`config.mk`:
```
export PLATFORM = sky130hd
export DESIGN_NAME = uart_periph
export DESIGN_NICKNAME = d
export VERILOG_FILES = /design/src/uart_pkg.sv /design/src/uart_periph.sv /design/src/uart_regs.sv /design/src/uart_tx.sv /design/src/uart_rx.sv /design/src/uart_baud_gen.sv
export SDC_FILE = /design/constraint.sdc
export NUM_CORES = 1
export LEC_CHECK = 0
export BUFFER_PORTS_ARGS = -buffer_cell sky130_fd_sc_hd__buf_2
export CAP_MARGIN = 20
export CORE_UTILIZATION = 52
export DETAILED_ROUTE_END_ITERATION = 16
export PLACE_DENSITY = 0.71
export SKIP_CTS_REPAIR_TIMING = 1
export SYNTH_ARGS = -nofsm -noshare
export SYNTH_HDL_FRONTEND = slang
export SYNTH_SLANG_ARGS = --single-unit
```
`constraint.sdc`:
```
create_clock -name i_clk -period 5.78 [get_ports i_clk]
set_input_delay 0.289 -clock i_clk [delete_from_list [all_inputs] [get_ports i_clk]]
set_output_delay 0.289 -clock i_clk [all_outputs]
set_load 0.1 [all_outputs]
```
`src/uart_pkg.sv`:
```
`default_nettype none

package uart_pkg;

  // frame format is 8N1, sent and received least significant bit first
  localparam int UART_NB_BITS    = 8;
  localparam int UART_OVERSAMPLE = 16;

  // start bit, data bits and one stop bit
  localparam int UART_FRAME_BITS = UART_NB_BITS + 2;

  // word offsets from the peripheral base address
  localparam int unsigned REG_TX_DATA  = 0;
  localparam int unsigned REG_TX_DONE  = 1;
  localparam int unsigned REG_TX_START = 2;
  localparam int unsigned REG_RX_DATA  = 3;
  localparam int unsigned REG_RX_DONE  = 4;

  localparam int UART_STATUS_WIDTH = 16;

  // status word shared by TX_DONE, TX_START and RX_DONE.
  // hardware sets the flag, the bus sees the whole word
  typedef union packed {
    logic [UART_STATUS_WIDTH-1:0] raw;
    struct packed {
      logic [UART_STATUS_WIDTH-2:0] reserved;
      logic                         flag;
    } flags;
  } uart_status_u;

endpackage

`default_nettype wire
```
`src/uart_periph.sv`:
```
`default_nettype none

module uart_periph import uart_pkg::*; #(
  parameter int DATA_BUS_WIDTH = 16,
  parameter int ADDR_BUS_WIDTH = 11,
  parameter int CLKS_PER_TICK  = 4
) (
  input  logic                      i_clk,
  input  logic                      i_rst,
  input  logic                      i_cs,
  input  logic                      i_w_r,
  input  logic [ADDR_BUS_WIDTH-1:0] i_addr,
  input  logic [DATA_BUS_WIDTH-1:0] i_wdata,
  output logic [DATA_BUS_WIDTH-1:0] o_rdata,
  input  logic                      i_rx,
  output logic                      o_tx
);

  logic                    tick;
  logic [UART_NB_BITS-1:0] rx_data;
  logic                    rx_done;
  logic [UART_NB_BITS-1:0] tx_data;
  logic                    tx_start;
  logic                    tx_done;

  uart_baud_gen #(
    .CLKS_PER_TICK (CLKS_PER_TICK)
  ) u_baud_gen (
    .i_clk  (i_clk),
    .i_rst  (i_rst),
    .o_tick (tick)
  );

  uart_rx u_rx (
    .i_clk  (i_clk),
    .i_rst  (i_rst),
    .i_tick (tick),
    .i_rx   (i_rx),
    .o_data (rx_data),
    .o_done (rx_done)
  );

  uart_tx u_tx (
    .i_clk   (i_clk),
    .i_rst   (i_rst),
    .i_tick  (tick),
    .i_start (tx_start),
    .i_data  (tx_data),
    .o_tx    (o_tx),
    .o_done  (tx_done)
  );

  uart_regs #(
    .DATA_BUS_WIDTH (DATA_BUS_WIDTH),
    .ADDR_BUS_WIDTH (ADDR_BUS_WIDTH)
  ) u_regs (
    .i_clk      (i_clk),
    .i_rst      (i_rst),
    .i_cs       (i_cs),
    .i_w_r      (i_w_r),
    .i_addr     (i_addr),
    .i_wdata    (i_wdata),
    .o_rdata    (o_rdata),
    .i_rx_data  (rx_data),
    .i_rx_done  (rx_done),
    .i_tx_done  (tx_done),
    .o_tx_data  (tx_data),
    .o_tx_start (tx_start)
  );

endmodule

`default_nettype wire

```
`src/uart_regs.sv`:
```
`default_nettype none

module uart_regs import uart_pkg::*; #(
  parameter int DATA_BUS_WIDTH = 16,
  parameter int ADDR_BUS_WIDTH = 11
) (
  input  logic                      i_clk,
  input  logic                      i_rst,
  input  logic                      i_cs,
  input  logic                      i_w_r,
  input  logic [ADDR_BUS_WIDTH-1:0] i_addr,
  input  logic [DATA_BUS_WIDTH-1:0] i_wdata,
  output logic [DATA_BUS_WIDTH-1:0] o_rdata,
  input  logic [UART_NB_BITS-1:0]   i_rx_data,
  input  logic                      i_rx_done,
  input  logic                      i_tx_done,
  output logic [UART_NB_BITS-1:0]   o_tx_data,
  output logic                      o_tx_start
);

  logic [DATA_BUS_WIDTH-1:0] tx_data_q;
  logic [DATA_BUS_WIDTH-1:0] rx_data_q;
  uart_status_u              tx_done_q;
  uart_status_u              tx_start_q;
  uart_status_u              rx_done_q;
  logic                      wr_en;
  logic                      rd_en;

  assign wr_en = i_cs && i_w_r;
  assign rd_en = i_cs && !i_w_r;

  // any bus access claims the cycle, a strobe from rx or tx in that cycle is lost
  always_ff @(posedge i_clk) begin
    if (i_rst) begin
      tx_data_q  <= '0;
      rx_data_q  <= '0;
      tx_done_q  <= '0;
      tx_start_q <= '0;
      rx_done_q  <= '0;
      o_rdata    <= '0;
    end else if (wr_en) begin
      case (i_addr)
        REG_TX_DATA:  tx_data_q      <= i_wdata;
        REG_TX_DONE:  tx_done_q.raw  <= i_wdata;
        REG_TX_START: tx_start_q.raw <= i_wdata;
        REG_RX_DATA:  rx_data_q      <= i_wdata;
        REG_RX_DONE:  rx_done_q.raw  <= i_wdata;
        default: ;
      endcase
    end else if (rd_en) begin
      // unmapped reads keep the last value on the bus
      case (i_addr)
        REG_TX_DATA:  o_rdata <= tx_data_q;
        REG_TX_DONE:  o_rdata <= tx_done_q.raw;
        REG_TX_START: o_rdata <= tx_start_q.raw;
        REG_RX_DATA:  o_rdata <= rx_data_q;
        REG_RX_DONE:  o_rdata <= rx_done_q.raw;
        default: ;
      endcase
    end else begin
      if (i_rx_done) begin
        rx_data_q       <= DATA_BUS_WIDTH'(i_rx_data);
        rx_done_q.flags <= '{reserved: '0, flag: 1'b1};
      end
      if (i_tx_done) begin
        tx_done_q.flags  <= '{reserved: '0, flag: 1'b1};
        tx_start_q.flags <= '{reserved: '0, flag: 1'b0};
      end
    end
  end

  assign o_tx_data  = tx_data_q[UART_NB_BITS-1:0];
  assign o_tx_start = tx_start_q.flags.flag;

  a_bus_fits_byte : assert property (
    @(posedge i_clk) DATA_BUS_WIDTH >= UART_NB_BITS
  );

  // the status view in the package is fixed, so the bus has to match it
  a_status_width : assert property (
    @(posedge i_clk) DATA_BUS_WIDTH == $bits(uart_status_u)
  );

endmodule

`default_nettype wire

```
`src/uart_tx.sv`:
```
`default_nettype none

module uart_tx import uart_pkg::*; (
  input  logic                    i_clk,
  input  logic                    i_rst,
  input  logic                    i_tick,
  input  logic                    i_start,
  input  logic [UART_NB_BITS-1:0] i_data,
  output logic                    o_tx,
  output logic                    o_done
);

  localparam logic [1:0] S_IDLE  = 2'd0;
  localparam logic [1:0] S_START = 2'd1;
  localparam logic [1:0] S_DATA  = 2'd2;
  localparam logic [1:0] S_STOP  = 2'd3;

  localparam int TICK_W = $clog2(UART_OVERSAMPLE);
  localparam int BIT_W  = $clog2(UART_FRAME_BITS);

  localparam logic [TICK_W-1:0] TICK_LAST     = TICK_W'(UART_OVERSAMPLE - 1);
  localparam logic [BIT_W-1:0]  LAST_DATA_IDX = BIT_W'(UART_FRAME_BITS - 2);

  logic [1:0]              state;
  logic [TICK_W-1:0]       tick_cnt;
  logic [BIT_W-1:0]        bit_idx;
  logic [UART_NB_BITS-1:0] shreg;
  logic                    bit_end;
  logic                    start_go;

  assign bit_end = i_tick && (tick_cnt == TICK_LAST);

  // starting on a tick keeps every bit exactly one bit time long.
  // the cycle of o_done is skipped, start has not dropped yet
  assign start_go = (state == S_IDLE) && i_start && i_tick && !o_done;

  always_ff @(posedge i_clk) begin
    if (i_rst) begin
      state    <= S_IDLE;
      tick_cnt <= '0;
      bit_idx  <= '0;
      o_tx     <= 1'b1;
      o_done   <= 1'b0;
    end else begin
      o_done <= 1'b0;
      if (state != S_IDLE && i_tick) begin
        tick_cnt <= bit_end ? '0 : tick_cnt + 1'b1;
      end
      case (state)
        S_IDLE: begin
          if (start_go) begin
            state    <= S_START;
            tick_cnt <= '0;
            bit_idx  <= '0;
            o_tx     <= 1'b0;
          end
        end
        S_START: begin
          if (bit_end) begin
            state   <= S_DATA;
            bit_idx <= bit_idx + 1'b1;
            o_tx    <= shreg[0];
          end
        end
        S_DATA: begin
          if (bit_end) begin
            bit_idx <= bit_idx + 1'b1;
            if (bit_idx == LAST_DATA_IDX) begin
              state <= S_STOP;
              o_tx  <= 1'b1;
            end else begin
              o_tx <= shreg[0];
            end
          end
        end
        default: begin
          if (bit_end) begin
            state  <= S_IDLE;
            o_done <= 1'b1;
          end
        end
      endcase
    end
  end

  always_ff @(posedge i_clk) begin
    if (start_go) begin
      shreg <= i_data;
    end else if (bit_end && (state == S_START || state == S_DATA)) begin
      shreg <= shreg >> 1;
    end
  end

  a_idle_high : assert property (
    @(posedge i_clk) disable iff (i_rst) (state == S_IDLE) |-> o_tx
  );

endmodule

`default_nettype wire

```
`src/uart_rx.sv`:
```
`default_nettype none

module uart_rx import uart_pkg::*; (
  input  logic                    i_clk,
  input  logic                    i_rst,
  input  logic                    i_tick,
  input  logic                    i_rx,
  output logic [UART_NB_BITS-1:0] o_data,
  output logic                    o_done
);

  localparam logic [1:0] S_IDLE  = 2'd0;
  localparam logic [1:0] S_START = 2'd1;
  localparam logic [1:0] S_DATA  = 2'd2;
  localparam logic [1:0] S_STOP  = 2'd3;

  localparam int TICK_W = $clog2(UART_OVERSAMPLE);
  localparam int BIT_W  = $clog2(UART_NB_BITS);

  localparam logic [TICK_W-1:0] TICK_MID  = TICK_W'(UART_OVERSAMPLE / 2 - 1);
  localparam logic [TICK_W-1:0] TICK_LAST = TICK_W'(UART_OVERSAMPLE - 1);
  localparam logic [BIT_W-1:0]  BIT_LAST  = BIT_W'(UART_NB_BITS - 1);

  logic                    rx_meta;
  logic                    rx_sync;
  logic [1:0]              state;
  logic [TICK_W-1:0]       tick_cnt;
  logic [BIT_W-1:0]        bit_cnt;
  logic [UART_NB_BITS-1:0] shreg;
  logic                    sample;

  // the line idles high, so the synchronizer resets to 1 to avoid a false start
  always_ff @(posedge i_clk) begin
    if (i_rst) begin
      rx_meta <= 1'b1;
      rx_sync <= 1'b1;
    end else begin
      rx_meta <= i_rx;
      rx_sync <= rx_meta;
    end
  end

  // centre of a data bit, one full bit time after the previous centre
  assign sample = (state == S_DATA) && i_tick && (tick_cnt == TICK_LAST);

  always_ff @(posedge i_clk) begin
    if (i_rst) begin
      state    <= S_IDLE;
      tick_cnt <= '0;
      bit_cnt  <= '0;
      o_done   <= 1'b0;
    end else begin
      o_done <= 1'b0;
      case (state)
        S_IDLE: begin
          tick_cnt <= '0;
          if (!rx_sync) begin
            state <= S_START;
          end
        end
        S_START: begin
          if (i_tick) begin
            if (tick_cnt == TICK_MID) begin
              // a glitch shorter than half a bit is dropped here
              tick_cnt <= '0;
              bit_cnt  <= '0;
              state    <= rx_sync ? S_IDLE : S_DATA;
            end else begin
              tick_cnt <= tick_cnt + 1'b1;
            end
          end
        end
        S_DATA: begin
          if (i_tick) begin
            if (tick_cnt == TICK_LAST) begin
              tick_cnt <= '0;
              if (bit_cnt == BIT_LAST) begin
                state <= S_STOP;
              end else begin
                bit_cnt <= bit_cnt + 1'b1;
              end
            end else begin
              tick_cnt <= tick_cnt + 1'b1;
            end
          end
        end
        default: begin
          if (i_tick) begin
            if (tick_cnt == TICK_LAST) begin
              state  <= S_IDLE;
              o_done <= rx_sync;
            end else begin
              tick_cnt <= tick_cnt + 1'b1;
            end
          end
        end
      endcase
    end
  end

  // first bit in ends up in bit 0
  always_ff @(posedge i_clk) begin
    if (sample) begin
      shreg <= {rx_sync, shreg[UART_NB_BITS-1:1]};
    end
  end

  assign o_data = shreg;

  a_done_pulse : assert property (
    @(posedge i_clk) disable iff (i_rst) o_done |=> !o_done
  );

endmodule

`default_nettype wire

```
`src/uart_baud_gen.sv`:
```
`default_nettype none

module uart_baud_gen #(
  parameter int CLKS_PER_TICK = 4
) (
  input  logic i_clk,
  input  logic i_rst,
  output logic o_tick
);

  localparam int CNT_W = (CLKS_PER_TICK > 1) ? $clog2(CLKS_PER_TICK) : 1;
  localparam logic [CNT_W-1:0] CNT_LAST = CNT_W'(CLKS_PER_TICK - 1);

  logic [CNT_W-1:0] cnt;

  // tick is registered so it comes out clean, one clock wide
  always_ff @(posedge i_clk) begin
    if (i_rst) begin
      cnt    <= '0;
      o_tick <= 1'b0;
    end else if (cnt == CNT_LAST) begin
      cnt    <= '0;
      o_tick <= 1'b1;
    end else begin
      cnt    <= cnt + 1'b1;
      o_tick <= 1'b0;
    end
  end

  generate
    if (CLKS_PER_TICK > 1) begin : g_tick_chk
      a_tick_single : assert property (
        @(posedge i_clk) disable iff (i_rst) o_tick |=> !o_tick
      );
    end
  endgenerate

endmodule

`default_nettype wire

```
==> flow_summary_export.csv <==
group,metric,value,unit
global_routing,antenna_found_initial,0,
floorplanning,die_h,113,µm
finish,syn2layout_area_growth,13.0,%
global_routing,grt_pass1_wl,25300,µm
synth,synth_nets,761,
timing,setup_viol,0,
finish,layout.nets,779,
timing,drv_slew,0,
synth,synth_area,6460,µm²
clocking,cts_root_buffer,"clkbuf_16",
synth,async_flop_share,0,
setup_path,critPathKind,"primary input to flip-flop",
clocking,cts_tree,"done",
timing,fmax,0.383,GHz
clocking,clockBufferDepth,2,
clocking,cts_buffers,17,
clocking,cts_sinks,139,
timing,rsz0062_at_grt,"false",
power,ir_worst_vdd,0.208,mV
route,wirelength,15400,µm
min_path,min_from,"i_rx",
floorplanning,core-area,12100,µm²
min_path,hold_path_end,"u_rx.rx_meta$_SDFF_PP1_",
job,drv_cap,0,
setup_path,arrival,2.87,ns
power,power.density,313,nW/µm²
route,drc,0,
setup_path,reg2reg_slack,3.21,ns
setup_path,slowest_delay,0.92,ns
placed_design,globalplace.congestion,0.835,
floorplanning,die-width,113,µm
route,drt_iter0_drc,321,
timing,finalCritPeriodShare,0.452,
route,dr.pass1.iters,5,
power,total_power,2.28,mW
finish,drive_gt1_frac,0.146,
synth,ys_ff_latch,139,
placed_design,hpwl,10600,µm
timing,worst_pin_slew,1.15,ns
finish,n_antenna_cell,0,
route,vias,5336,
synth,ys_types,62,
route,wl_per_cell,16.9,µm
placed_design,portBuffers,48,
setup_path,crit_fanout,25,
synth,synth-edff-count,16,
clocking,htree_levels,4,
finish,nFillCells,1053,
clocking,path_clk_slew,0.06,ns
setup_path,worstReg2RegEnd,"u_tx.o_tx$_SDFFE_PP1P_",
setup_path,start_kind,"primary input",
synth,ys_warn_count,0,
floorplanning,ios,49,
setup_path,cp_slowest_cell,"nor3b_2",
min_path,min_path_cells,2,
finish,seq_area,2940,µm²
finish,fin_util,0.606,
global_routing,grt.total_usage,0.251,
setup_path,required,6.04,ns
setup_path,endpoint_kind,"flip-flop",
timing,final_hold_viol_count,0,
floorplanning,start_util,0.536,
global_routing,grt_pass1_vias,5103,
timing,setup_tns,0,ns
global_routing,overflow,0,
finish,multi_input_comb_area,3240,µm²
setup_path,ff2ff_path_depth,6,
global_routing,grt_max_degree,83,
route,ant_nets,0,
synth,seq_area_frac_synth,0.455,
synth,synthFlopType,"dfxtp_1",
power,p_leak,2.73,nW
floorplanning,die-area,12900,µm²
synth,avgSynthCellArea,9.05,µm²
finish,final_cell_count_no_fill,913,
clocking,clk_latency,0.42,ns
setup_path,reg2reg_from,"u_tx.state[0]$_SDFFE_PP0P_",
timing,skew,0.0123,ns
floorplanning,fp-row-count,40,
placed_design,placed_cells,879,
setup_path,crit_chain,"buf_2 -> nor3b_2 -> nand4_1 -> nand3_1 -> a21oi_1",
min_path,worstHoldPathType,"primary input to flip-flop",
outcome,outcome,"complete, no violations",
synth,syn_inst,714,
timing,slew_headroom,0.234,
timing,fin_crit,2.61,ns
route,routed_via_density,5.84,
==> routing by layer <==
layer,GRT usage,vias to the layer above,part of all wire
li1,-,2622,-
met1,0.318,2570,0.46
met2,0.420,123,0.49
met3,0.0558,21,0.038
met4,0.0904,0,0.014
met5,0,-,0
==> cell usage after synthesis (all sizes together), types with 3 or more instances <==
cell type	n	share of area
a2111oi	16	0.023
o21a	18	0.021
inv	12	0.0070
nor3b	3	0.0043
nor4b	3	0.0041
mux2	8	0.014
or4	3	0.0035
o21ai	11	0.0085
nand2	88	0.053
nand4	9	0.0087
a211oi	8	0.011
edfxtp	16	0.074
or3	4	0.0039
nor3	16	0.012
nor2b	6	0.0058
buf	17	0.015
nor2	59	0.034
a21oi	66	0.051
nor4	3	0.0099
and4	5	0.0068
clkbuf	38	0.022
or3b	3	0.0041
mux2i	43	0.067
o31ai	19	0.029
dfxtp	123	0.38
nand3	61	0.047
nand2b	6	0.0058
and3	4	0.0039
ha	15	0.029
==> layout by cell type (no fill, tap or decap), types with 10 or more instances in the layout <==
cell	n
dfxtp_1	123
nand2_1	86
a21oi_1	66
nand3_1	61
nor2_1	59
buf_2	47
mux2i_1	43
o21a_1	18
clkbuf_16	17
nor3_1	16
edfxtp_1	16
ha_1	15
inv_1	12
o21ai_0	11
o31ai_1	10
==> worst max-delay path: cells and delay by family <==
kind | cells | cell delay, ns
compound gates | 1 | 0.09
buf+inv | 1 | 0.47
simple gates | 3 | 2.00
==> power breakdown <==
group | switching (mW) | leakage (nW) | internal, mW
clock network | 0.385 | 0.280 | 0.684
registers | 0.00867 | 1.13 | 0.985
logic | 0.146 | 1.32 | 0.0752
total | 0.540 | 2.73 | 1.74
==> metrics by stage <==
step | hold WS, ns | cell area (µm²) | setup WS, ns
4_1_cts | 0.0466 | 7280 | 3.20
3_3_place_gp | 0.393 | 6700 | 2.91
5_1_grt | 0.0647 | 7310 | 2.90
6_report | 0.0655 | 7310 | 3.17
2_1_floorplan | 0.389 | 6460 | 3.88
3_5_place_dp | 0.393 | 6710 | 2.76
==> registers in the layout, summed over array words and instances (netlist names), 2 cells and up <==
name and flops:
u_regs.o_rdata 16, u_regs.rx_data_q 16, u_regs.rx_done_q 16, u_regs.tx_data_q 16, u_regs.tx_done_q 16, u_regs.tx_start_q 16, u_rx.o_data 8, u_tx.shreg 8
u_rx.tick_cnt 4, u_tx.bit_idx 4, u_tx.tick_cnt 4, u_rx.bit_cnt 3, u_baud_gen.cnt 2, u_rx.state 2, u_tx.state 2
==> final cells by class <==
cell class / count / area share
repair buffers: 54 / 0.0404
multi-input cells: 508 / 0.443
inverters: 12 / 0.00616
flip-flops and latches: 139 / 0.403
well taps: 168 / 0.0288
clock buffers: 23 / 0.0627
clock inverters: 9 / 0.0164
==> kinds of logic (layout without fill, tap and decap cells) <==
group / Yosys count / after routing / share of synthesized area
AND/OR/NAND/NOR: 282 / 282 / 0.218
AO/OA/AOI/OAI: 158 / 158 / 0.170
flip-flops: 139 / 139 / 0.455
buffers and inverters: 67 / 98 / 0.0441
multiplexers: 51 / 51 / 0.0805
adder cells (fa/ha/maj): 15 / 15 / 0.0290
XOR/XNOR: 2 / 2 / 0.00271
==> worst max-delay path by stage <==
stage	from	to	slack, ns	cells after the start
global route	i_addr[1]	u_regs.tx_start_q[1]$_SDFFE_PP0P_	2.90	5
finish	i_addr[1]	u_regs.tx_start_q[4]$_SDFFE_PP0P_	3.17	5
CTS	i_addr[1]	u_regs.tx_start_q[10]$_SDFFE_PP0P_	3.20	5
detailed placement	i_addr[1]	u_regs.tx_start_q[10]$_SDFFE_PP0P_	2.76	5
floorplan	i_addr[0]	u_regs.o_rdata[10]$_SDFFE_PP0P_	3.88	7
global placement	i_addr[1]	u_regs.tx_start_q[0]$_SDFFE_PP0P_	2.91	5
(Power assumes the default switching activity.)
